<file path="src/include/conv1x1_cfg.svh">
// Configuration of the 1x1 convolution engine
// Array sizes, requantization shift and the APB register map
`ifndef CONV1X1_CFG_SVH
`define CONV1X1_CFG_SVH

//////////////////////////////////////////////////////////////////////
// Array geometry
//////////////////////////////////////////////////////////////////////

// Input channels per spatial position
`define CONV_CHIN 8
// MAC lanes, one per output channel
`define CONV_CHOUT 8
// Output map width, WOUT*WOUT positions per layer
`define CONV_WOUT 4
// Fraction bits dropped by the requantizer
`define CONV_FRAC 8

//////////////////////////////////////////////////////////////////////
// APB byte addresses
//////////////////////////////////////////////////////////////////////

`define CONV_ADDR_CTRL 12'h000
`define CONV_ADDR_STATUS 12'h004
`define CONV_ADDR_WEIGHT 12'h100
`define CONV_ADDR_BIAS 12'h400

`endif

</file>
<file path="src/coef_store.sv">
// Coefficient store
// Flop array of DEPTH rows by LANES entries, one entry written per
// cycle, one whole row read combinationally
`timescale 1ns/1ps
`default_nettype none

module coef_store #(
	parameter type entry_t = logic [15:0],
	parameter int LANES = 8,
	parameter int DEPTH = 16
) (
	input logic clk,
	input logic rst,
	input logic wr_en,
	input logic [$clog2(DEPTH)-1:0] wr_row,
	input logic [$clog2(LANES)-1:0] wr_lane,
	input entry_t wr_data,
	input logic [$clog2(DEPTH)-1:0] rd_row,
	output entry_t rd_data [LANES]
);

	entry_t mem [DEPTH][LANES];

	// All rows clear to zero on reset
	always_ff @(posedge clk or negedge rst) begin
		if (!rst) begin
			for (int r = 0; r < DEPTH; r++) begin
				for (int l = 0; l < LANES; l++) begin
					mem[r][l] <= '0;
				end
			end
		end else if (wr_en) begin
			mem[wr_row][wr_lane] <= wr_data;
		end
	end

	// Full row for all lanes at once
	always_comb begin
		for (int l = 0; l < LANES; l++) begin
			rd_data[l] = mem[rd_row][l];
		end
	end

endmodule

`default_nettype wire

</file>
<file path="config.mk">
export PLATFORM = sky130hd
export DESIGN_NAME = coef_store
export DESIGN_NICKNAME = d
export VERILOG_FILES = /design/src/include/conv1x1_cfg.svh /design/src/coef_store.sv
export SDC_FILE = /design/constraint.sdc
export NUM_CORES = 2
export LEC_CHECK = 0
export ABC_CLOCK_PERIOD_IN_PS = 2300
export BUFFER_PORTS_ARGS = -buffer_cell sky130_fd_sc_hd__clkbuf_2
export CORE_MARGIN = 4
export CORE_UTILIZATION = 42
export DETAILED_ROUTE_END_ITERATION = 6
export GPL_TIMING_DRIVEN = 0
export PLACE_DENSITY_LB_ADDON = 0.2
export SLEW_MARGIN = 20
export SYNTH_ARGS = -nofsm -noshare
export SYNTH_HDL_FRONTEND = slang
export SYNTH_SLANG_ARGS = --single-unit
</file>
<file path="constraint.sdc">
create_clock -name clk -period 2.3 [get_ports clk]
set_input_delay 0.23 -clock clk [delete_from_list [all_inputs] [get_ports clk]]
set_output_delay 0.23 -clock clk [all_outputs]
set_load 0.05 [all_outputs]
</file>
* Word-level counts from Yosys, hierarchy flattened
Index checks and enable logic that the tools add are counted.
** Storage, ports and cells
- Bits in registers :: 2048
- Bits of input ports :: 30
- Output and inout bits :: 128
- Word-level logic and storage cells :: 146
** Cells by class
- $lt $le $gt $ge :: 5
- Muxes and demuxes :: 8
- Bitwise gates (word level) :: 3
- Reductions and logical operators :: 2
** Operators with widths (number)
- $bwmux W2048 :: 1
- $bmux W128 S4 :: 1
- $demux W128 S4 :: 1
- $mux W128 :: 3
- $demux W16 S3 :: 1
- $mux W16 :: 1
- $ge A5 B5 Y1 const B :: 2
- $not A4 Y5 :: 2
- $lt A5 B1 Y1 const B :: 1
- $ge A4 B4 Y1 const B :: 1
- $lt A4 B1 Y1 const B :: 1
- $not A3 Y4 :: 1
- $logic_and A1 B1 Y1 :: 2

* Depth between registers and ports, before layout
- Depth in word-level cells :: 8
- Gate-level depth with buffers :: 9
- Depth with buffers taken out :: 4

* Worst setup path after synthesis
Ideal clock, no wire load.
- Path kind :: input to output
- Start point :: in rd_row[0]
- End point :: out rd_data[10] in the netlist's numbering
- Data arrival time :: 2.340 ns
- Required time :: 2.070 ns
- Path slack :: -0.270 ns
- Stages :: 8
- Buffers on the path :: 6
- Path through :: buf_2 -> buf_4 -> buf_4 -> buf_2 -> buf_2 -> clkbuf_1 -> a211oi_1 -> a21oi_1
** RTL lines
- from (decl) :: RTL line coef_store.sv:18 : input logic [$clog2(DEPTH)-1:0] rd_row,
- to (decl) :: RTL line coef_store.sv:19 : output entry_t rd_data [LANES]

==> out/results.ini <==
[synthesis]
ys_seq_area_frac = 0.550
ys_warn_count = 0
syn_area_per_cell_um2 = 16.4
syn_inst = 5685
yosysUniqueCellTypes = 33
syn_area_um2 = 93200
synthesis.nets = 5715
ys_seq_elements = 2048

[critical_path]
rr_worst_depth = 3
critPathTopFamily = compound AO/OA/AOI/OAI gates
endpoint_kind = primary output
path_depth = 5
worst_ep_required_time_ps = 2070
slowest_delay_ps = 480
cp_max_fo = 2
cp.arrival_ps = 2690
worstPathCellList = mux4_2, nor2b_4, a211oi_4, a21oi_4, buf_8
critPathKind = register to primary output
path_buf_inv = 1
crit_path_start_kind = register
slowest_stage = mux4_2

[routing]
drt-total-wl_mm = 356
first_iter_violations = 5260
viasPerCell = 6.15
wire_per_inst_um = 38.4
ant_nets = 0
drc = 0
num_vias = 56900
first_pass_iters = 7

[power]
ir_drop_mv = 0.849
p_leak_nw = 51.4
p_total_mw = 88.9
power-per-cell-area_nw_per_um2 = 806

[global_route]
track_usage = 0.309
grt_pass1_wl_mm = 490
gr-total-overflow = 0
first_global_vias = 58900
grt_max_degree = 93
antenna_found_initial = 21

[layout]
nets = 6137
finish.utilization = 0.501
final_cells = 9257
top_regs = mem (2048)
areaGrowthSynthToFinish_pct = 18.3
multiInputGateArea_um2 = 41400
top_register = mem
largest_reg_flops = 2048
register_area_um2 = 51200
n_fill_cell = 18500
drive_above_1_share = 0.604

[clock_tree]
clock_latency_ps = 860
h-tree-depth = 4
cts_tree = built
cts_buffer_depth = 3
clock_sinks = 2048
numCtsBuffers = 214
root_buffer = clkbuf_16
cts.clk_slew.worst_paths_ps = 60

[timing]
slew_headroom = 0.163
period_share = 1.27
hold_viol_final = 293
fin_setup_tns_ps = -56420
finalMaxSlewViolations = 0
clock_skew_ps = 0
fin_ws_ps = -618
min_period_ps = 2920
setup_viol = 128
worst_slew_pin_slew_ps = 1260
fmax_ghz = 0.343
hold_ws_ps = -568
rsz0062_at_grt = true

[floorplan]
pin_count = 158
dieArea_um2 = 230000
die_w_um = 479
start_util = 0.423
std_cell_rows = 172
core_um2 = 220000
die_h_um = 479

[status]
violations = hold timing, setup timing
status = finished with violations

[min_path]
hp-class = input pin to asynchronous set/reset pin

[placement]
post-place-ws_ps = -2210
dp_cells = 8813
place_hpwl_mm = 264
gp_congestion = 0.920
placement.io_buffers = 133

[flow_run]
maxCapViolCount = 0

==> report_power, final <==
part           switching, mW  internal (mW)  total [mW]
Sequential              1.47           39.0        40.4
Combinational           7.07           5.54        12.6
Clock                   15.2           20.6        35.8
==> cells in the mapped netlist <==
library cell  count  area, um2
nand4_2           1       12.5
buf_2           159        796
o221ai_1         24        210
nand3_2           4       40.0
or2_1             4       25.0
mux2_1            3       33.8
buf_1            19       71.3
a21oi_1          64        320
nand2b_1          8       50.1
clkbuf_1        284       1070
nor2_4           27        304
nand4_4           1       21.3
dfrtp_1        2048      51200
nand2_1          36        135
mux2_2         2045      23000
nor4_4            2       42.5
buf_6            12        135
a211oi_1         52        390
clkinv_1          1       3.75
nor2_1            5       18.8
buf_4            70        526
nor2_2            6       37.5
nand2_2          60        375
and3_1            1       6.26
nor3_1            2       10.0
o22ai_1          12       75.1
nor2b_1          55        344
nor3_4           10        163
nor4_2            5       62.6
mux4_2          552      12400
inv_1             1       3.75
mux2i_1         100       1000
nor2_8           12        240
==> worst paths after layout <==
kind	start	end	slack, ps
worst max-delay path	mem[1729]$_DFFE_PN0P_	rd_data[65]	-620
max in group asynchronous	rst	mem[2009]$_DFFE_PN0P_	550
worst min register to register	mem[776]$_DFFE_PN0P_	mem[776]$_DFFE_PN0P_	500
worst min-delay path	rst	mem[844]$_DFFE_PN0P_	-570
worst max register to register	mem[116]$_DFFE_PN0P_	mem[116]$_DFFE_PN0P_	1310
min in group clk	wr_data[8]	mem[104]$_DFFE_PN0P_	40
==> final cells by class <==
cell class / instances / share of cell area
clock buffers: 330 / 0.0588
well taps: 2958 / 0.0336
multi-input cells: 3091 / 0.376
diodes: 16 / 0.000363
clock inverters: 62 / 0.00625
flip-flops and latches: 2048 / 0.465
repair buffers: 207 / 0.0294
inverters: 2 / 0.0000681
plain buffers: 543 / 0.0313
==> metal layers <==
layer,up-vias,global-route usage,wire [um]
met3,586,0.0656,26300
met4,4,0.168,22500
li1,22100,-,-
met5,-,0,27
met1,31900,0.423,147000
met2,2237,0.462,159000
==> cells by family (layout without fill, tap and decap cells) <==
group	after synthesis	in the layout	share of synthesized area
multiplexers	2700	2700	0.391
flip-flops	2048	2048	0.550
buffers and inverters	546	1144	0.0279
AND/OR/NAND/NOR	239	239	0.0203
AO/OA/AOI/OAI	152	152	0.0107
other	0	16	0
==> per-stage QoR <==
| step | hold slack [ps] | area (um2) |
|---|---|---|
| after detailed placement | 323 | 98800 |
| after global routing | -565 | 110000 |
| after global placement | 463 | 97800 |
| final | -568 | 110000 |
| after floorplan | -65.6 | 93500 |
| after CTS | -608 | 109000 |
==> worst register-to-register path: cells and delay by family, from the launching register on <==
kind	cells	cell delay [ps]
flip-flops	1	380
buffers and inverters	2	250
multiplexers	1	260
==> placed cells by master, fill, tap and decap left out, drive strengths merged <==
cell type / count
clkbuf: 619
o221ai: 24
nor2b: 55
a211oi: 52
nand2b: 8
buf: 455
nand4: 2
nand2: 96
dlygate4sd3: 6
and3: 1
dfrtp: 2048
bufinv: 12
mux4: 552
nor3: 12
mux2i: 100
mux2: 2048
nor2: 50
nor4: 7
diode: 16
inv: 5
or2: 4
nand3: 4
clkinv: 44
o22ai: 12
a21oi: 64
clkinvlp: 3
==> timing repair <==
item	4_1_cts	5_1_grt
pin swaps	47	38
hold buffers	2	10
cloned	0	1
resized for setup	759	209
buffers inserted	13	11
setup endpoints to repair	128	216
endpoints found under the hold margin	518	221
Note: power is estimated with default switching activity, not from simulation.
