--- config.mk ---
export PLATFORM = sky130hd
export DESIGN_NAME = requant_relu
export DESIGN_NICKNAME = d
export VERILOG_FILES = /design/src/conv1x1_pkg.sv /design/src/requant_relu.sv
export VERILOG_INCLUDE_DIRS = /design/src /design/src/include
export SDC_FILE = /design/constraint.sdc
export NUM_CORES = 1
export LEC_CHECK = 0
export ABC_CLOCK_PERIOD_IN_PS = 800
export BUFFER_PORTS_ARGS = -buffer_cell sky130_fd_sc_hd__buf_4
export CAP_MARGIN = 10
export CORE_AREA = 2 2 276 278
export CTS_CLUSTER_SIZE = 25
export DETAILED_ROUTE_END_ITERATION = 10
export DIE_AREA = 0 0 278 280
export PLACE_DENSITY_LB_ADDON = 0.15
export SLEW_MARGIN = 0
export SYNTH_ARGS = -nofsm -noshare
export SYNTH_HDL_FRONTEND = slang
export SYNTH_SLANG_ARGS = --single-unit
--- constraint.sdc ---
create_clock -name clk -period 0.8 [get_ports clk]
set_input_delay 0.2 -clock clk [delete_from_list [all_inputs] [get_ports clk]]
set_output_delay 0.2 -clock clk [all_outputs]
set_load 0.005 [all_outputs]
--- src/include/conv1x1_cfg.svh ---
// Configuration of the 1x1 convolution engine
// Array sizes, requantization shift and the APB register map
`ifndef CONV1X1_CFG_SVH
`define CONV1X1_CFG_SVH

//////////////////////////////////////////////////////////////////////
// Array geometry
//////////////////////////////////////////////////////////////////////

// Input channels per spatial position
`define CONV_CHIN 8
// MAC lanes, one per output channel
`define CONV_CHOUT 8
// Output map width, WOUT*WOUT positions per layer
`define CONV_WOUT 4
// Fraction bits dropped by the requantizer
`define CONV_FRAC 8

//////////////////////////////////////////////////////////////////////
// APB byte addresses
//////////////////////////////////////////////////////////////////////

`define CONV_ADDR_CTRL 12'h000
`define CONV_ADDR_STATUS 12'h004
`define CONV_ADDR_WEIGHT 12'h100
`define CONV_ADDR_BIAS 12'h400

`endif

--- src/conv1x1_pkg.sv ---
// Shared data types of the 1x1 convolution engine
// Pixel, coefficient, accumulator and APB types
`default_nettype none

package conv1x1_pkg;

	// Pixels in and requantized results out
	typedef logic signed [15:0] pix_t;

	typedef logic signed [15:0] weight_t;

	// Room for CHIN full-scale products without overflow
	typedef logic signed [39:0] acc_t;

	// Bias is already in accumulator scale
	typedef logic signed [31:0] bias_t;

	// Layer select, one coefficient bank per layer
	typedef logic layer_t;

	localparam layer_t LAYER_A = 1'b0;
	localparam layer_t LAYER_B = 1'b1;

	// Configuration bus
	typedef logic [11:0] apb_addr_t;
	typedef logic [31:0] apb_data_t;

endpackage

`default_nettype wire

--- src/requant_relu.sv ---
// Requantizer for all lanes
// Bias add, arithmetic shift by FRAC, ReLU and positive saturation,
// result registered with a one-cycle valid
`timescale 1ns/1ps
`default_nettype none
`include "conv1x1_cfg.svh"

module requant_relu (
	input logic clk,
	input logic rst,
	input logic strobe,
	input conv1x1_pkg::acc_t acc [`CONV_CHOUT],
	input conv1x1_pkg::bias_t bias [`CONV_CHOUT],
	output conv1x1_pkg::pix_t ofm [`CONV_CHOUT],
	output logic out_valid
);

	import conv1x1_pkg::*;

	// Largest positive output value
	localparam acc_t PIX_MAX = acc_t'(2 ** ($bits(pix_t) - 1) - 1);

	pix_t ofm_next [`CONV_CHOUT];

	always_comb begin
		acc_t scaled;
		for (int i = 0; i < `CONV_CHOUT; i++) begin
			scaled = (acc[i] + acc_t'(bias[i])) >>> `CONV_FRAC;
			if (scaled < 0) begin
				ofm_next[i] = '0;
			end else if (scaled > PIX_MAX) begin
				ofm_next[i] = pix_t'(PIX_MAX);
			end else begin
				ofm_next[i] = pix_t'(scaled);
			end
		end
	end

	// Holds between strobes
	always_ff @(posedge clk) begin
		if (strobe) begin
			ofm <= ofm_next;
		end
	end

	always_ff @(posedge clk or negedge rst) begin
		if (!rst) begin
			out_valid <= 1'b0;
		end else begin
			out_valid <= strobe;
		end
	end

endmodule

`default_nettype wire

# ---- After elaboration in Yosys (flattened, before gate mapping)
# Cells that the tools add are included.
dict set report classes {
  order_cmp 16
  shifts 0
  reduce_logical 8
  div_mod_pow 0
  n_eq_ne 0
  multipliers 0
  bitwise 0
  mux 8
  addsub 8
}
# op n
set ops {}
lappend ops {{$add 40x32->40} 8}
lappend ops {{$gt 32x16->1 const B} 8}
lappend ops {{$lt 32x1->1 const B} 8}
lappend ops {{$mux 15} 8}
lappend ops {{$reduce_or 2->1} 8}
dict set report totals {
  rom_bits 0
  ram_bits 0
  regBits 129
  mem_count 0
  out_inout_bits 129
  latchBits 0
}

# ---- Depth between registers and ports, before layout
dict set report logic_depth {
  ltp_word 3
  depth_mapped 14
}

# ---- Worst setup path after synthesis
# No wires, ideal clock.
dict set report synth_path {
  path_kind {input port to flip-flop}
  start {input acc[105] (netlist bit)}
  end {register ofm[33] (netlist bit) (data pin)}
  required_time_ns 0.524
  setup_slack_ns -2.572
  path_stages 13
  setup_ns 0.276
  t_arrival_ns 3.096
  path_cell_list {ha_1 -> buf_4 -> a21oi_2 -> o21ai_2 -> a211o_1 -> a221o_1 -> a311o_1 -> or4_1 -> nor4_1 -> nand4_1 -> nor4b_4 -> buf_6 -> a21oi_1}
}
dict set report synth_via {
  elab_chain_len 3
  word_cells_on_any_way 4
  classes_between {add/sub: 1; order compare: 2; mux: 1}
}
# element line
set synth_rtl {}
lappend synth_rtl {{from (decl)} requant_relu.sv:12} ;# input conv1x1_pkg::acc_t acc [`CONV_CHOUT],
lappend synth_rtl {{$add 40x32->40 (*)} requant_relu.sv:28} ;# scaled = (acc[i] + acc_t'(bias[i])) >>> `CONV_FRAC;
lappend synth_rtl {{$gt 32x16->1} requant_relu.sv:31} ;# end else if (scaled > PIX_MAX) begin
lappend synth_rtl {{$mux 15} requant_relu.sv:31}
lappend synth_rtl {{to (signal assigned)} requant_relu.sv:42} ;# ofm <= ofm_next;
lappend synth_rtl {{to (decl)} requant_relu.sv:14} ;# output conv1x1_pkg::pix_t ofm [`CONV_CHOUT],
# Mark *: on every way between the ends. The rest lies on a longest branch, timed or not.
# A chain may end at the register's enable or synchronous reset.

# ---- Final worst setup path
dict set report layout_path {
  start {input acc[107] (netlist bit)}
  end {register ofm[36] (netlist bit) (data pin)}
}
# The elaborated chain is that of the path after synthesis.

==> results_dict.tcl <==
set metrics [dict create \
    final_cell_count_no_fill 5152 \
    setup_tns_ns -287.52 \
    synth_commonest_cells "a21oi_1 (355), ha_1 (304), nand2_1 (208)" \
    worstPathRequired_ns 1.03 \
    yosys.area.top_type "edfxtp_1" \
    grt_pass1_wl_um 147900 \
    synth_seq_cells 129 \
    grt_start_max_net_pins 30 \
    ys_top_cells_by_area "edfxtp_1 (19%), ha_1 (19%), a21oi_1 (8.7%), xnor2_1 (4.2%), a21o_1 (4.0%)" \
    worstMarginPinSlew_ns 0.7946 \
    synth_cells 2562 \
    hold_ws_ns 0.09464 \
    violations "negative setup slack" \
    max_freq_ghz 0.3320 \
    crit_path_end_kind "flip-flop" \
    leakagePower_nw 17.35 \
    die_x_um 278 \
    hold_path.startpoint "strobe" \
    route.antenna.remaining_nets 0 \
    pin_count 708 \
    synth-edff-count 128 \
    routed_wl_um 98640 \
    drv_cap 0 \
    hold-path-cell-count 1 \
    hold_viol 0 \
    cts_buffer_depth 2 \
    rows 101 \
    wl_per_cell_um 19.15 \
    setup_ws_ns -2.212 \
    start_kind "primary input" \
    relSlewSlack_pct 46.28 \
    start_util_pct 27.19 \
    dp_hpwl_um 84180 \
    synth.avg_cell_area_um2 7.979 \
    worstPathArrival_ns 3.24 \
    grt_overflow 0 \
    drv_slew 0 \
    root_buffer "clkbuf_16" \
    htree_levels 4 \
    layout-drive-gt1-share_pct 52.63 \
    drt_iter0_drc 1543 \
    nets 5041 \
    dr_total_vias 26195 \
    cp-startpoint "acc[107]" \
    min_period_ns 3.012 \
    die_y_um 280 \
    final-setup-viol-count 249 \
    rsz0062_at_grt "true" \
    globalplace.congestion 0.9509 \
    cts_num_sinks 129 \
    synth_cell_type_count 95 \
    clkTransAtPathRegs_ns 0.07 \
    dr.pass1.iters 5 \
    hp-class "primary input to flip-flop" \
    yosysMostFrequentCell "a21oi_1" \
    die_area_mm2 0.07784 \
    drc_errors 0 \
    pre_cts_slack_ns -2.943 \
    synthFlopType "edfxtp_1" \
    period_share_pct 376.5 \
    viasPerCell 5.084 \
    seq_area_frac_synth_pct 18.93 \
    post-place-cells 5070 \
    cts_tree "done" \
    portBuffers 707 \
    grt_pass1_vias 26213 \
    p_per_area_mw_per_mm2 1235 \
    outcome "finished, violations left" \
    grt_usage_pct 24.33 \
    crit_fanout 7 \
    async_flop_share_pct 0.7752 \
    cts_buffers 17 \
    synth_top_area_share_pct 18.80 \
    area_growth_pct 90.34 \
    coreArea_mm2 0.07519 \
    ir_worst_vdd_uv 1479 \
    criticalPathCategory "primary input to flip-flop" \
    final_util_pct 51.75 \
    syn_area_mm2 0.02044 \
    synth_warnings 0 \
    antenna_found_initial 15 \
]
## kinds of logic after synthesis
family / Yosys count / share of synthesized area, %
other: 1 / 0.01834
DFF: 129 / 18.93
muxes: 28 / 1.408
buffers and inverters: 168 / 3.605
adders and majority gates: 304 / 18.61
AOI/OAI and AO/OA: 1019 / 31.83
xor gates and xnor gates: 164 / 7.027
and+or+nand+nor: 749 / 18.58
## per-stage QoR
step / total power, mW / instance area, um^2
3_3_place_gp: 36.32 / 35160
3_5_place_dp: 36.42 / 35160
2_1_floorplan: 22.37 / 22290
6_report: 48.05 / 38910
5_1_grt: 50.95 / 38910
4_1_cts: 47.17 / 37990
## worst max-delay path, stage by stage
cell,delay (ns)
buf_6,0.10
ha_4,0.25
a21oi_4,0.19
o21ai_2,0.09
a211o_1,0.32
a221o_1,0.27
a311o_1,0.32
or4_4,0.49
nor4_4,0.13
nand4_1,0.18
nor4b_4,0.30
buf_4,0.17
clkbuf_16,0.15
a21oi_1,0.06
## sequential cells by signal, indices dropped and copies added (netlist names)
register and flops:
out_valid 1, ofm 128
## metal layers
metal	routed length (um)	vias up	part of all wire [%]	track usage, %
li1	-	13150	-	-
met1	42240	12225	43	29.94
met2	48780	691	49	43.46
met3	5449	107	5.5	5.013
met4	2016	22	2.0	5.336
met5	149	-	0.15	0
## repair_timing
item                                    in CTS  in global routing
gates cloned                                 4                  3
endpoints found under the setup margin     249                249
endpoints found under the hold margin        1                  0
hold buffers                                 2                  0
gates resized for setup                    359                152
setup buffers                               25                 17
pin swaps                                  121                 67
## worst paths after layout
path                        endpoint
setup / recovery             ofm[36]
hold / removal               ofm[63]
max in group asynchronous  out_valid
min in group asynchronous  out_valid
## placed cells by master (no fill, tap or decap), types with 20 or more instances in the layout
cell / synthesis / routed
ha_4: 0 / 125
inv_1: 86 / 85
o21ai_0: 152 / 107
nor2b_1: 23 / 22
xnor2_1: 99 / 93
a31oi_1: 94 / 75
and3_1: 36 / 29
o21ai_1: 6 / 20
ha_1: 304 / 169
a21oi_1: 355 / 226
buf_4: 3 / 1476
mux2i_1: 22 / 20
nand4_1: 67 / 67
o21a_1: 30 / 29
a21oi_2: 1 / 109
nor2_1: 152 / 146
o21bai_1: 40 / 38
nand3_1: 67 / 60
buf_6: 5 / 148
clkbuf_16: 0 / 21
a21o_1: 108 / 108
a21oi_4: 2 / 23
o21ai_2: 1 / 29
nand2_1: 208 / 196
xor2_1: 65 / 64
nor3_1: 48 / 40
edfxtp_1: 128 / 128
## final cells by class
class	count	area, um^2
fillers	7234	36280
multi-input cells	2273	19610
repair buffers	1651	13280
flip-flops and latches	129	3869
well taps	978	1224
clock buffers	17	425.4
inverters	86	322.8
clock inverters	15	175.2
diodes	3	7.507
## report_power, final
part           switching (mW)  internal, mW  leakage (nW)
clock                    3.84          4.68         0.285
combinational            14.0          16.0          15.8
sequential              0.633          8.90          1.26
Power figures use the tool's default switching activity.
