**config.mk**
```make
export PLATFORM = sky130hd
export DESIGN_NAME = pass_sequencer
export DESIGN_NICKNAME = d
export VERILOG_FILES = /design/src/conv1x1_pkg.sv /design/src/pass_sequencer.sv
export VERILOG_INCLUDE_DIRS = /design/src /design/src/include
export SDC_FILE = /design/constraint.sdc
export NUM_CORES = 1
export LEC_CHECK = 0
export BUFFER_PORTS_ARGS = -buffer_cell sky130_fd_sc_hd__clkbuf_2
export CAP_MARGIN = 20
export CORE_UTILIZATION = 25
export DETAILED_ROUTE_END_ITERATION = 10
export PLACE_DENSITY = 0.54
export SYNTH_ARGS = -nofsm -noshare
export SYNTH_HDL_FRONTEND = slang
export SYNTH_SLANG_ARGS = --single-unit
export TNS_END_PERCENT = 30
```
**constraint.sdc**
```tcl
create_clock -name clk -period 1.9 [get_ports clk]
set_input_delay 0.38 -clock clk [delete_from_list [all_inputs] [get_ports clk]]
set_output_delay 0.38 -clock clk [all_outputs]
set_load 0.02 [all_outputs]
```
**src/include/conv1x1_cfg.svh**
```systemverilog
// Configuration of the 1x1 convolution engine
// Array sizes, requantization shift and the APB register map
`ifndef CONV1X1_CFG_SVH
`define CONV1X1_CFG_SVH

//////////////////////////////////////////////////////////////////////
// Array geometry
//////////////////////////////////////////////////////////////////////

// Input channels per spatial position
`define CONV_CHIN 8
// MAC lanes, one per output channel
`define CONV_CHOUT 8
// Output map width, WOUT*WOUT positions per layer
`define CONV_WOUT 4
// Fraction bits dropped by the requantizer
`define CONV_FRAC 8

//////////////////////////////////////////////////////////////////////
// APB byte addresses
//////////////////////////////////////////////////////////////////////

`define CONV_ADDR_CTRL 12'h000
`define CONV_ADDR_STATUS 12'h004
`define CONV_ADDR_WEIGHT 12'h100
`define CONV_ADDR_BIAS 12'h400

`endif

```
**src/conv1x1_pkg.sv**
```systemverilog
// Shared data types of the 1x1 convolution engine
// Pixel, coefficient, accumulator and APB types
`default_nettype none

package conv1x1_pkg;

	// Pixels in and requantized results out
	typedef logic signed [15:0] pix_t;

	typedef logic signed [15:0] weight_t;

	// Room for CHIN full-scale products without overflow
	typedef logic signed [39:0] acc_t;

	// Bias is already in accumulator scale
	typedef logic signed [31:0] bias_t;

	// Layer select, one coefficient bank per layer
	typedef logic layer_t;

	localparam layer_t LAYER_A = 1'b0;
	localparam layer_t LAYER_B = 1'b1;

	// Configuration bus
	typedef logic [11:0] apb_addr_t;
	typedef logic [31:0] apb_data_t;

endpackage

`default_nettype wire

```
**src/pass_sequencer.sv**
```systemverilog
// Pass sequencer
// Counts channels and positions, picks coefficient rows, and walks the
// last-channel mark down the MAC pipeline to the requantizer
`timescale 1ns/1ps
`default_nettype none
`include "conv1x1_cfg.svh"

module pass_sequencer (
	input logic clk,
	input logic rst,
	input logic pix_valid,
	input conv1x1_pkg::layer_t layer,
	input logic start,
	output logic [$clog2(2*`CONV_CHIN)-1:0] w_rd_row,
	output logic b_rd_row,
	output logic mac_en,
	output logic mac_first,
	output logic acc_valid,
	output logic done,
	output logic [$clog2(`CONV_WOUT*`CONV_WOUT+1)-1:0] pos_count
);

	import conv1x1_pkg::*;

	localparam int CW = $clog2(`CONV_CHIN);
	localparam int W_RW = $clog2(2 * `CONV_CHIN);
	localparam int POSITIONS = `CONV_WOUT * `CONV_WOUT;
	localparam int PW = $clog2(POSITIONS + 1);

	logic [CW-1:0] chan_cnt;
	logic accept;
	logic last_chan;
	logic last_s1;
	logic out_mark;

	// Pixels after the layer has finished are dropped
	assign accept = pix_valid && !done;
	assign last_chan = chan_cnt == CW'(`CONV_CHIN - 1);

	//////////////////////////////////////////////////////////////////////
	// Stage 0
	//////////////////////////////////////////////////////////////////////

	assign mac_en = accept;
	assign mac_first = accept && (chan_cnt == '0);

	// Row = layer*CHIN + channel
	assign w_rd_row = (layer == LAYER_B) ? W_RW'(chan_cnt) + W_RW'(`CONV_CHIN) :
		W_RW'(chan_cnt);
	assign b_rd_row = layer;

	always_ff @(posedge clk or negedge rst) begin
		if (!rst) begin
			chan_cnt <= '0;
		end else if (start) begin
			chan_cnt <= '0;
		end else if (accept) begin
			chan_cnt <= last_chan ? '0 : chan_cnt + 1'b1;
		end
	end

	//////////////////////////////////////////////////////////////////////
	// Last-channel mark through stages 1, 2 and output
	//////////////////////////////////////////////////////////////////////

	always_ff @(posedge clk or negedge rst) begin
		if (!rst) begin
			last_s1 <= 1'b0;
			acc_valid <= 1'b0;
			out_mark <= 1'b0;
		end else begin
			last_s1 <= accept && last_chan;
			acc_valid <= last_s1;
			// same cycle as out_valid
			out_mark <= acc_valid;
		end
	end

	// Positions count as their result is strobed out
	always_ff @(posedge clk or negedge rst) begin
		if (!rst) begin
			pos_count <= '0;
			done <= 1'b0;
		end else if (start) begin
			pos_count <= '0;
			done <= 1'b0;
		end else begin
			if (acc_valid) begin
				pos_count <= pos_count + 1'b1;
			end
			if (out_mark && (pos_count == PW'(POSITIONS))) begin
				done <= 1'b1;
			end
		end
	end

endmodule

`default_nettype wire

```
After elaboration in Yosys (flattened, before gate mapping)
Index checks and enable logic that the tools add are counted.
{ "op_classes": {"n_reduce_logical": 9, "add_sub_neg": 3, "n_mux": 8, "eq_ne": 2} }
{ "op_table": {"columns": ["operator", "n"], "rows": [
  ["2-to-1 mux 5 bit", 2],
  ["2-to-1 mux 3 bit", 3],
  ["nonzero test 2 bit", 3],
  ["adder 5 x 1 -> 5 bit (second input constant)", 1],
  ["== test 5 bit (second input constant)", 1],
  ["adder 3 x 4 -> 4 bit (second input constant)", 1],
  ["logical AND 1 bit", 4],
  ["2-to-1 mux 4 bit", 1],
  ["adder 3 x 1 -> 3 bit (second input constant)", 1],
  ["== test 3 bit (second input constant)", 1],
  ["logical NOT 3 bit", 1],
  ["2-to-1 mux 1 bit", 2],
  ["logical NOT 1 bit", 1]
]} }
{ "word_totals": {"out_inout_bits": 14, "regBits": 12, "in_bits": 5, "wordCells": 28} }

Logic depth before layout (Yosys ltp)
{ "logic_depth": {"depth_word": 4, "ltp_mapped": 5, "mapped_depth_nobuf": 5} }

Worst setup path before layout
No wires, ideal clock.
{ "synth_path": {"kind": "flip-flop to output port", "start": "register done", "end": "output port mac_first", "setup_slack_ns": 0.514, "path_buffers": 1, "path_stages_with_launch": 4, "arrival_time_ns": 1.006, "required_ns": 1.520, "cell_sequence": "dfrtp_1 -> nor2b_2 -> buf_6 -> and3b_1"} }
{ "synth_between": {"elab_chain_cells": 3} }
{ "synth_lines": {"columns": ["item", "line_no", "text"], "rows": [
  ["start, declared", "pass_sequencer.sv:19", "output logic done,"],
  ["start signal, assigned", "pass_sequencer.sv:83", "done <= 1'b0;"],
  ["start signal, assigned", "pass_sequencer.sv:86", "done <= 1'b0;"],
  ["start signal, assigned", "pass_sequencer.sv:92", "done <= 1'b1;"],
  ["logical NOT 1 bit", "pass_sequencer.sv:37", "assign accept = pix_valid && !done;"],
  ["logical AND 1 bit", "pass_sequencer.sv:37", null],
  ["via mac_en", "pass_sequencer.sv:16", "output logic mac_en,"],
  ["logical AND 1 bit", "pass_sequencer.sv:45", "assign mac_first = accept && (chan_cnt == '0);"],
  ["end, declared", "pass_sequencer.sv:17", "output logic mac_first,"]
]} }
The timed path passes the listed nets, and every way through them passes these cells.

Final worst setup path
{ "layout_path": {"start": "register done", "end": "output port mac_first"} }
{ "layout_between": {"elab_chain_cells": 3} }
{ "layout_lines": {"columns": ["item", "line_no"], "rows": [
  ["logical NOT 1 bit", "pass_sequencer.sv:37"],
  ["logical AND 1 bit", "pass_sequencer.sv:37"],
  ["logical AND 1 bit", "pass_sequencer.sv:45"]
]} }
Every way passes these cells.

==> qor.yml <==
layout-drive-gt1-share_pct: 29.9
dpl.cell_count: 89
path_max_fanout: 6
cp_data_required_time_ns: 1.52
post_synth_inst_count: 51
syn_nets: 61
postCtsSetupBuffers: 0
run_status: "complete, no violations"
placeableCoreArea_mm2: 0.00206
cts_root_buffer: "clkbuf_4"
drc_errors: 0
clkTransAtPathRegs_ns: 0.07
layout.cells.most_common_list: "15 x clkbuf_2, 12 x dfrtp_1, 11 x nor2_1"
nFillCells: 208
place_hpwl_um: 703
grt_overflow: 0
finalCritPeriodShare_pct: 87.6
grt_pass1_wl_mm: 1.56
tritoncts: "done"
timing_worst_slew_pin_value_ns: 0.285
cpPeakStageDelay_ns: 0.40
start_kind: "flop"
antennaDiodeCount: 0
clk_path_buf_depth: 2
pre_cts_slack_ns: 0.443
final-setup-viol-count: 0
port-buffer-count: 15
clock_sinks: 12
yosys.area.top_type: "dfrtp_1"
worst_path_max_delay_cell: "dfrtp_1"
mean_area_per_synthesized_cell_um2: 11.2
worst_setup_ep_type: "primary output"
num-nets-final: 78
utilization_pct: 33.9
viasPerCell: 4.15
route.vias.total: 390
groute.usage.overall_pct: 9.23
p_leak_nw: 0.371
grt_antenna_before_repair: 0
syn_warnings: 0
max_slew_margin_vs_limit_pct: 81.0
die_w_um: 49.9
setup-tns-final_ns: 0
drtPass1Iterations: 2
finClkSkew_ns: 0.00239
worst_slack_ns: 0.235
crit_arrival_ns: 1.29
hold_viol: 0
multi_input_comb_area_um2: 228
sequential_cell_area_fraction_in_the_yosys_report_pct: 52.4
detail_route.iter0.violations: 3
crit_type: "reg -> out"
cts_made_buffers: 3
grt_pass1_vias: 347
synth.ff_latch_count: 12
detail_route.wirelength_um: 904
netlist_area_um2: 573
most_common_cell_after_layout_fill_and_taps_aside: "clkbuf_2"
ir_worst_vdd_mv: 0.252
min_path_type: "reg -> reg"
final.min_clock_period_ns: 1.67
wl_per_cell_um: 9.62
synth.distinct_cells: 16
maxCapViolCount: 0
yosysTopAreaCellShare_pct: 52.4
vertical_extent_of_the_die_um: 49.9
grt_max_degree: 13
seqCellArea_um2: 300
critical_path.top_delay_family: "simple AND/OR/NAND/NOR gates"
p_per_area_mw_per_mm2: 721
number_of_primary_i_o_pins: 19
timing.critical_path.cells: "nor2b_2 > and3b_1 > clkbuf_2"
placementRows: 16
max_freq_mhz: 601
fin_cells: 94
grt_setup_unrepaired: "false"
postRouteAntennaNets: 0
die-area_mm2: 0.00249
cp.buffers_inverters: 1
htree_depth: 1
cts.repair.resized: 0
flow.area_growth_from_synthesis_pct: 21.8
start_util_pct: 27.8
synth_top_cells_by_area: "dfrtp_1 52%, ha_1 11%, nor2_1 7.2%"
total_count_of_max_transition_violations_in_the_final_report: 0
routability_congestion_estimate_from_global_placement: 0.720
clock_insertion_delay_worst_skew_ns: 0.26
[repair_timing]
action	CTS	global route
setup endpoints to repair	0	0
hold buffers	1	0
hold endpoints to repair	12	0
[stage by stage]
step / power (W) / instance area [µm²] / hold slack, ns
2_1_floorplan: 0.000304 / 573 / 0.0844
3_3_place_gp: 0.000314 / 652 / 0.278
3_5_place_dp: 0.000314 / 652 / 0.273
4_1_cts: 0.000516 / 698 / 0.362
5_1_grt: 0.000536 / 698 / 0.366
6_report: 0.000503 / 698 / 0.356
[final cells by class]
| class | instances | area share [%] |
|---|---|---|
| Sequential cell | 12 | 43.0 |
| Tap cell | 27 | 4.84 |
| Multi-Input combinational cell | 31 | 32.6 |
| Inverter | 4 | 2.15 |
| Clock buffer | 4 | 5.20 |
| Timing Repair Buffer | 16 | 12.2 |
[cell usage after synthesis]
| cell | number |
|---|---|
| dfrtp_1 | 12 |
| nor2_1 | 11 |
| ha_1 | 5 |
| inv_1 | 4 |
| mux2i_1 | 4 |
| xor2_1 | 3 |
| buf_4 | 2 |
| nand4_1 | 2 |
| a41oi_1 | 1 |
| and2_1 | 1 |
| and3b_1 | 1 |
| buf_6 | 1 |
| clkbuf_1 | 1 |
| nand2_1 | 1 |
| nor2b_2 | 1 |
| xnor2_1 | 1 |
[worst reg2reg max path, delay by kind of cell, from the launching register on]
kind	cells	cell delay, ns
fa+ha+maj	2	0.47
flops	1	0.42
mux	1	0.13
simple gates	1	0.06
[worst paths after layout]
check | to | cells past startpoint | from | slack, ns
worst min register to register | acc_valid | 0 | last_s1 | 0.36
max in group asynchronous | chan_cnt[0] | 2 | rst | 1.16
worst max-delay path | mac_first | 3 | done | 0.23
worst max register to register | chan_cnt[2] | 4 | chan_cnt[0] | 0.70
worst min-delay path | acc_valid | 0 | last_s1 | 0.36
min in group asynchronous | pos_count[4] | 2 | rst | 0.52
[logic make-up after synthesis]
family | after synthesis | share of synthesized area, %
fa+ha+maj | 5 | 10.9
compound gates | 1 | 1.53
flops | 12 | 52.4
simple gates | 17 | 14.2
mux | 4 | 6.99
xor+xnor | 4 | 6.11
buf+inv | 8 | 7.86
[routing by layer]
metal  routed length, µm  vias up  part of all wire, %  GRT usage, %
li1                    -      194                    -             -
met1                 425      184                   47          10.4
met2                 417       10                   46          12.2
met3                  40        2                  4.4          4.01
met4                  21        0                  2.3          10.0
met5                   0        -                    0             0
[power breakdown]
| part | switching [W] | internal (W) | total, W |
|---|---|---|---|
| sequential | 0.00000473 | 0.000259 | 0.000264 |
| clock | 0.0000770 | 0.000116 | 0.000193 |
| combinational | 0.0000283 | 0.0000177 | 0.0000460 |
| total | 0.000110 | 0.000393 | 0.000503 |
[registers in the layout (all words and copies together), names as in the netlist]
name,count
out_mark,1
done,1
last_s1,1
pos_count,5
chan_cnt,3
acc_valid,1
(Power assumes the default switching activity.)
