[src/include/conv1x1_cfg.svh]
// Configuration of the 1x1 convolution engine
// Array sizes, requantization shift and the APB register map
`ifndef CONV1X1_CFG_SVH
`define CONV1X1_CFG_SVH

//////////////////////////////////////////////////////////////////////
// Array geometry
//////////////////////////////////////////////////////////////////////

// Input channels per spatial position
`define CONV_CHIN 8
// MAC lanes, one per output channel
`define CONV_CHOUT 8
// Output map width, WOUT*WOUT positions per layer
`define CONV_WOUT 4
// Fraction bits dropped by the requantizer
`define CONV_FRAC 8

//////////////////////////////////////////////////////////////////////
// APB byte addresses
//////////////////////////////////////////////////////////////////////

`define CONV_ADDR_CTRL 12'h000
`define CONV_ADDR_STATUS 12'h004
`define CONV_ADDR_WEIGHT 12'h100
`define CONV_ADDR_BIAS 12'h400

`endif

[src/conv1x1_pkg.sv]
// Shared data types of the 1x1 convolution engine
// Pixel, coefficient, accumulator and APB types
`default_nettype none

package conv1x1_pkg;

	// Pixels in and requantized results out
	typedef logic signed [15:0] pix_t;

	typedef logic signed [15:0] weight_t;

	// Room for CHIN full-scale products without overflow
	typedef logic signed [39:0] acc_t;

	// Bias is already in accumulator scale
	typedef logic signed [31:0] bias_t;

	// Layer select, one coefficient bank per layer
	typedef logic layer_t;

	localparam layer_t LAYER_A = 1'b0;
	localparam layer_t LAYER_B = 1'b1;

	// Configuration bus
	typedef logic [11:0] apb_addr_t;
	typedef logic [31:0] apb_data_t;

endpackage

`default_nettype wire

[src/apb_coef_if.sv]
// APB configuration slave
// Decodes control, status, weight and bias windows; zero wait states,
// read data and error flag registered in the setup phase
`timescale 1ns/1ps
`default_nettype none
`include "conv1x1_cfg.svh"

module apb_coef_if (
	input logic clk,
	input logic rst,
	input logic psel,
	input logic penable,
	input logic pwrite,
	input conv1x1_pkg::apb_addr_t paddr,
	input conv1x1_pkg::apb_data_t pwdata,
	output conv1x1_pkg::apb_data_t prdata,
	output logic pready,
	output logic pslverr,
	input logic done,
	input logic [$clog2(`CONV_WOUT*`CONV_WOUT+1)-1:0] pos_count,
	output logic w_wr_en,
	output logic [$clog2(2*`CONV_CHIN)-1:0] w_wr_row,
	output logic [$clog2(`CONV_CHOUT)-1:0] w_wr_lane,
	output conv1x1_pkg::weight_t w_wr_data,
	output logic b_wr_en,
	output logic b_wr_row,
	output logic [$clog2(`CONV_CHOUT)-1:0] b_wr_lane,
	output conv1x1_pkg::bias_t b_wr_data,
	input conv1x1_pkg::weight_t w_rd_data [`CONV_CHOUT],
	input conv1x1_pkg::bias_t b_rd_data [`CONV_CHOUT],
	output logic coef_rd,
	output conv1x1_pkg::layer_t layer,
	output logic start
);

	import conv1x1_pkg::*;

	localparam int CH_OUT = `CONV_CHOUT;
	localparam int W_WORDS = 2 * `CONV_CHIN * `CONV_CHOUT;
	localparam int B_WORDS = 2 * `CONV_CHOUT;
	localparam int W_IW = $clog2(W_WORDS);
	localparam int B_IW = $clog2(B_WORDS);
	localparam int W_RW = $clog2(2 * `CONV_CHIN);
	localparam int LW = $clog2(`CONV_CHOUT);

	logic setup;
	logic access;
	logic hit_ctrl;
	logic hit_status;
	logic hit_w;
	logic hit_b;
	logic mapped;
	logic [W_IW-1:0] w_idx;
	logic [B_IW-1:0] b_idx;
	apb_data_t rdata;

	assign setup = psel && !penable;
	assign access = psel && penable;
	assign pready = 1'b1;

	//////////////////////////////////////////////////////////////////////
	// Address decode
	//////////////////////////////////////////////////////////////////////

	assign hit_ctrl = paddr == `CONV_ADDR_CTRL;
	assign hit_status = paddr == `CONV_ADDR_STATUS;
	assign hit_w = (paddr[1:0] == 2'b00) && (paddr >= `CONV_ADDR_WEIGHT) &&
		(paddr < `CONV_ADDR_WEIGHT + 4 * W_WORDS);
	assign hit_b = (paddr[1:0] == 2'b00) && (paddr >= `CONV_ADDR_BIAS) &&
		(paddr < `CONV_ADDR_BIAS + 4 * B_WORDS);
	assign mapped = hit_ctrl || hit_status || hit_w || hit_b;

	// Word index inside each window
	assign w_idx = W_IW'((paddr - `CONV_ADDR_WEIGHT) >> 2);
	assign b_idx = B_IW'((paddr - `CONV_ADDR_BIAS) >> 2);

	// Index splits into row and lane
	assign w_wr_row = W_RW'(w_idx / CH_OUT);
	assign w_wr_lane = LW'(w_idx % CH_OUT);
	assign b_wr_row = layer_t'(b_idx / CH_OUT);
	assign b_wr_lane = LW'(b_idx % CH_OUT);

	// Writes land at the end of the access phase
	assign w_wr_en = access && pwrite && hit_w;
	assign b_wr_en = access && pwrite && hit_b;
	assign w_wr_data = weight_t'(pwdata[15:0]);
	assign b_wr_data = bias_t'(pwdata);
	assign start = access && pwrite && hit_ctrl;

	// Readback borrows the store read port for one cycle
	assign coef_rd = setup && !pwrite && (hit_w || hit_b);

	//////////////////////////////////////////////////////////////////////
	// Read data
	//////////////////////////////////////////////////////////////////////

	always_comb begin
		rdata = '0;
		if (hit_ctrl) begin
			rdata = apb_data_t'(layer);
		end else if (hit_status) begin
			rdata[0] = done;
			rdata[15:8] = 8'(pos_count);
		end else if (hit_w) begin
			// weights read back zero extended
			rdata = {16'b0, w_rd_data[w_wr_lane]};
		end else if (hit_b) begin
			rdata = b_rd_data[b_wr_lane];
		end
	end

	always_ff @(posedge clk or negedge rst) begin
		if (!rst) begin
			prdata <= '0;
			pslverr <= 1'b0;
			layer <= LAYER_A;
		end else begin
			// Valid exactly in the access phase that follows
			prdata <= (setup && !pwrite) ? rdata : '0;
			pslverr <= setup && !mapped;
			if (start) begin
				layer <= layer_t'(pwdata[0]);
			end
		end
	end

endmodule

`default_nettype wire

[config.mk]
export PLATFORM = sky130hd
export DESIGN_NAME = apb_coef_if
export DESIGN_NICKNAME = d
export VERILOG_FILES = /design/src/conv1x1_pkg.sv /design/src/apb_coef_if.sv
export VERILOG_INCLUDE_DIRS = /design/src /design/src/include
export SDC_FILE = /design/constraint.sdc
export NUM_CORES = 1
export LEC_CHECK = 0
export ABC_AREA = 1
export BUFFER_PORTS_ARGS = -buffer_cell sky130_fd_sc_hd__buf_2
export CAP_MARGIN = 20
export CORE_AREA = 2 2 212 214
export CTS_CLUSTER_DIAMETER = 150
export DETAILED_ROUTE_END_ITERATION = 8
export DIE_AREA = 0 0 214 216
export HOLD_SLACK_MARGIN = 0.03
export PLACE_DENSITY = 0.46
export SLEW_MARGIN = 30
export SYNTH_ARGS = -nofsm -noshare
export SYNTH_HDL_FRONTEND = slang
export SYNTH_SLANG_ARGS = --single-unit
export TNS_END_PERCENT = 20
[constraint.sdc]
create_clock -name clk -period 1.05 [get_ports clk]
set_input_delay 0.0525 -clock clk [delete_from_list [all_inputs] [get_ports clk]]
set_output_delay 0.0525 -clock clk [all_outputs]
set_load 0.05 [all_outputs]
# == After elaboration in Yosys (flattened, before gate mapping) ==
# Cells that the tools add are included.
# totals
regBits,34
output_inout_bits,98
wordCells,50
# classes
n_addsub,2
order_cmp,6
eq_ne,1
n_mux,14
n_bitwise,2
reduce_logical,22
# op_table
cell,count
32-bit two-way mux,6
32-bit binary-select mux with 3-bit select,1
16-bit binary-select mux with 3-bit select,1
16-bit two-way mux,3
1-bit logical AND,13
"12-bit by 3-bit equality test with 1-bit output, second input constant",1
"12-bit by 11-bit greater-or-equal comparator with 1-bit output, second input constant",1
"12-bit by 9-bit greater-or-equal comparator with 1-bit output, second input constant",1
12-bit zero test,1
"12-bit by 10-bit less-than comparator with 1-bit output, second input constant",1
"12-bit by 11-bit less-than comparator with 1-bit output, second input constant",1
"9-bit subtractor, second input constant",1
"4-bit greater-or-equal comparator, second input constant",2
8-bit two-way mux,1
3-bit inverter with 4-bit output,2
7-bit two-way mux,1
"6-bit by 1-bit subtractor with 6-bit output, second input constant",1
1-bit logical OR,4
1-bit zero test,3
2-bit zero test,1
1-bit two-way mux,1

# == Logic depth before layout (Yosys ltp) ==
# depth
word_depth,10
depth_mapped,12
depth_no_buf,10

# == Least setup slack after synthesis ==
# Ideal clock, no wire load.
# synth_path
kind,input port to flip-flop
from,in paddr[7]
to,reg layer
setup_time_ns,0.068
t_arrival_ns,1.496
required_ns,0.982
path_slack_ns,-0.514
cell_stages,7
n_path_buf,0
path_cell_list,nor2_1 -> inv_1 -> nor3_1 -> nand3_2 -> nor2_1 -> nand2_1 -> nand2_1
# synth_between
elab_chain_cells,2
# synth_rtl
item,line,source
"start, declared",apb_coef_if.sv:14,"input conv1x1_pkg::apb_addr_t paddr,"
12-bit zero test (no source line),--,
1-bit logical AND,apb_coef_if.sv:88,assign start = access && pwrite && hit_ctrl;
via start,apb_coef_if.sv:33,output logic start
"end signal, assigned",apb_coef_if.sv:122,layer <= layer_t'(pwdata[0]);
"end, declared",apb_coef_if.sv:32,"output conv1x1_pkg::layer_t layer,"
# The timed path passes the listed nets, and every way through them passes these cells.
# A chain may end at the register's enable or synchronous reset.

# == Worst setup path in the final report ==
# layout_path
from,in paddr[1]
to,out coef_rd
# layout_between
elab_chain_cells,5
# layout_rtl
item,line,source
"12-bit by 9-bit greater-or-equal comparator with 1-bit output (no source line), or another cell as far along",--,
"1-bit logical AND, on equally long branches (2 in a row)","apb_coef_if.sv:67, apb_coef_if.sv:69",
1-bit logical OR *,apb_coef_if.sv:91,assign coef_rd = setup && !pwrite && (hit_w || hit_b);
1-bit logical AND *,apb_coef_if.sv:91,
"end, declared",apb_coef_if.sv:31,"output logic coef_rd,"
# Every way passes the cells marked *; elsewhere a longest branch is shown, timed or not.

==> results_tabular.tex <==
\begin{tabular}{lr}
\hline
Metric & Value \\
\hline
\multicolumn{2}{l}{\textbf{STA}} \\
\quad Final clock period utilization by the worst path & 105\% \\
\quad Smallest hold slack & 0.0229 ns \\
\quad Number of max-slew violations in the final report & 0 \\
\quad RSZ-0062 raised after global routing & true \\
\quad Final setup fails & 4 \\
\quad Number of endpoints with negative hold slack in the final report & 0 \\
\quad Maximum clock skew at final layout & 0.0000850 ns \\
\quad Final Worst Setup Slack & -0.0571 ns \\
\quad Peak clock frequency supported by timing & 903 MHz \\
\quad Time the worst path needs with I/O delays and setup & 1.11 ns \\
\quad Transition time of the tightest slew-check pin & 0.497 ns \\
\quad Worst slew slack as a fraction of its limit & 66.5\% \\
\multicolumn{2}{l}{\textbf{Global route}} \\
\quad Maximum number of pins on one net before global-route repair & 39 \\
\quad Global-route wire length before repair & 54,600 um \\
\quad Antenna violations before repair & 5 \\
\quad Number of global-route vias before repair & 8,445 \\
\quad Aggregate global-route resource usage & 16.2\% \\
\quad Total congestion overflow after global routing & 0 \\
\multicolumn{2}{l}{\textbf{Setup path}} \\
\quad Category of the worst setup path launch point & input pin \\
\quad Buffer and inverter count on the worst path & 4 \\
\quad Most common cell on crit path & buf\_6 \\
\quad Data arrival time of the worst path & 1.05 ns \\
\quad Crit Path Category & in2out \\
\quad Crit end category & primary output \\
\quad Max stage delay on crit path & 0.18 ns \\
\quad Required time worst endpoint & 1.00 ns \\
\quad Dominant delay contributor by cell family on the critical path & buffers and inverters \\
\quad Largest driver fanout on the critical path & 3 \\
\quad Worst-path cell chain & buf\_6 -> nor2\_4 -> buf\_6 -> nand4\_1 -> buf\_4 -> a21oi\_4 -> buf\_8 \\
\quad Standard cell with the maximum stage delay on the critical path & buf\_4 \\
\multicolumn{2}{l}{\textbf{Hold path}} \\
\quad Worst min-delay path class & in2reg \\
\multicolumn{2}{l}{\textbf{Place}} \\
\quad Total half-perimeter wirelength after legalization and detailed placement & 33,000 um \\
\quad Placement-stage worst setup slack & -0.626 ns \\
\quad Cell area after placement & 8480 sq um \\
\quad Port Buffer Count & 458 \\
\quad Last weighted congestion value of the routability-driven placer & 0.913 \\
\multicolumn{2}{l}{\textbf{Floorplanning}} \\
\quad Count of standard-cell rows & 77 \\
\quad DIE AREA & 46,200 sq um \\
\quad Placeable core area & 43,800 sq um \\
\quad Die X-Extent & 214 um \\
\quad Die Height & 216 um \\
\quad I/O pins & 537 \\
\quad Initial core utilization & 11.9\% \\
\multicolumn{2}{l}{\textbf{Status}} \\
\quad Violations in the final reports & negative setup slack \\
\quad Status & complete, but fails checks \\
\multicolumn{2}{l}{\textbf{Drt}} \\
\quad Drt pass-1 iters & 5 \\
\quad Vias after detailed routing & 8,071 \\
\quad Per-cell routed wire length & 19.9 um \\
\quad Drt first-iter violations & 333 \\
\quad Drt drc & 0 \\
\quad Vias per cell & 4.08 \\
\quad Post-detailed-route count of antenna-violating nets & 0 \\
\quad Wirelength, routed & 39,300 um \\
\multicolumn{2}{l}{\textbf{Synthesis}} \\
\quad Post-synth EDFFs & 0 \\
\quad Share of the yosys chip area belonging to registers & 16.3\% \\
\quad Register bit count reported by yosys & 34 \\
\quad Cell taking the most area after synthesis & nand2\_1 \\
\quad Synthesized netlist net count & 1,374 \\
\quad Ys async rst share & 100\% \\
\quad Area share of the largest cell type after synthesis & 23.2\% \\
\quad Unique masters post-synth & 34 \\
\quad Primary flip-flop cell chosen by synthesis mapping & dfrtp\_1 \\
\quad Cell count after synthesis & 935 \\
\quad Leading post-synthesis cells by instance count & 322 x nand2\_1, 140 x nand3\_1, 74 x nor2\_1 \\
\quad Synthesis Warnings & 0 \\
\quad Most instantiated library cell after synthesis & nand2\_1 \\
\quad Main area contributors after synthesis & nand2\_1 23\%, dfrtp\_1 16\%, nand3\_1 13\%, buf\_4 11\%, nor2\_1 5.3\% \\
\quad Syn Area/Cell & 5.57 sq um \\
\quad Total standard cell area after synthesis & 5210 sq um \\
\multicolumn{2}{l}{\textbf{Power and ir drop}} \\
\quad Worst IR drop on VDD & 0.519 mV \\
\quad Power density over the cells & 632 nW/um\^{}2 \\
\quad Static leakage power & 0.00487 uW \\
\multicolumn{2}{l}{\textbf{Clock tree}} \\
\quad Sinks on Clock Net & 34 \\
\quad Clock root buffer master & clkbuf\_16 \\
\quad Worst skew pair latency & 0.30 ns \\
\quad Max Root-Sink Buffers & 2 \\
\quad Clock buffer count from CTS & 5 \\
\quad Clock Pin Slew Worst Setup and Hold Paths & 0.07 ns \\
\quad CTS tree & built \\
\quad H-tree depth & 2 \\
\multicolumn{2}{l}{\textbf{Finish}} \\
\quad Ratio of cells with drive above 1 in the final layout & 48.0\% \\
\quad Layout Cell Area excl Fill & 9420 sq um \\
\quad Layout area overhead & 80.7\% \\
\quad Register cell area after layout & 851 sq um \\
\quad Final net count & 1,823 \\
\quad Fill cell total of the finished layout & 5,057 \\
\quad Area of the multi-input gates & 3620 sq um \\
\multicolumn{2}{l}{\textbf{Flow run}} \\
\quad Max-cap violations & 0 \\
\hline
\end{tabular}
-- cells in the final DEF (no fill, tap or decap), drive strengths merged, types with 6 or more instances in the layout --
cell / count
o211ai: 25
nand2: 324
o2111ai: 6
a211oi: 15
nor2: 80
o221ai: 15
inv: 68
or2: 17
clkbuf: 8
o21ai: 41
a31oi: 15
dfrtp: 34
a21oi: 17
nand3: 141
buf: 565
-- power breakdown --
group          internal (uW)  leakage, uW  switching [uW]
registers               1310     0.000474            1.76
logic                   1440      0.00433            1640
clock network            861    0.0000695             701
-- timing repair --
item	in CTS	in global routing
endpoints found under the setup margin	41	37
gates resized for setup	65	89
gates cloned	3	3
hold buffers	2	0
setup buffers	7	3
pin swaps	15	30
hold endpoints to repair	35	0
-- worst paths after layout --
kind	from	end	slack, ns	depth (start not counted)
worst max register to register	layer	prdata[0]	0.21	3
worst min register to register	layer	layer	0.54	2
worst max-delay path	paddr[1]	coef_rd	-0.06	7
max in group asynchronous	rst	prdata[24]	0.55	3
min in group asynchronous	rst	pslverr	0.27	3
worst min-delay path	pos_count[1]	prdata[9]	0.02	3
-- metal layers --
| layer | track usage, % | vias to the layer above | part of all wire (%) |
|---|---|---|---|
| met2 | 30.4 | 379 | 51 |
| met4 | 6.08 | 2 | 3.7 |
| met3 | 3.26 | 61 | 5.7 |
| li1 | - | 3913 | - |
| met1 | 17.9 | 3716 | 39 |
| met5 | 0 | - | 0.033 |
-- tightest hold or removal path: cells and delay by family --
| family | cells | cell delay [ns] |
|---|---|---|
| AOI/OAI and AO/OA | 2 | 0.13 |
| buffers and inverters | 1 | 0.10 |
-- state kept, by name (all words and copies together) (netlist names) --
name,count
layer,1
pslverr,1
prdata,32
-- through the flow --
step / utilization (%) / TNS (ns) / total power (uW) / cells
finish: 21.5 / -0.139 / 5960 / 1979
detailed placement: 19.3 / -15.88 / 4150 / 1953
global placement: 19.3 / -15.77 / 4160 / 1953
floorplan: - / -1.26 / 3040 / 935
CTS: 20.5 / -0.481 / 5950 / 1972
global route: 21.5 / -1.13 / 6370 / 1977
-- cell families (layout without fill, tap and decap cells) --
kind of cell,count (synthesis),count (layout),synth area share (%)
compound gates,136,136,17.0
simple gates,568,568,46.3
buf+inv,196,645,20.3
flops,34,34,16.3
other cells,1,4,0.0719
-- layout make-up --
class	instances	share of cell area (%)
repair buffers	570	40.2
multi-input cells	705	38.4
flip-flops and latches	34	9.03
well taps	592	7.86
inverters	68	2.99
clock buffers	5	1.33
clock inverters	2	0.106
diodes	3	0.0797
No activity file was read; power rests on OpenSTA's default activity.
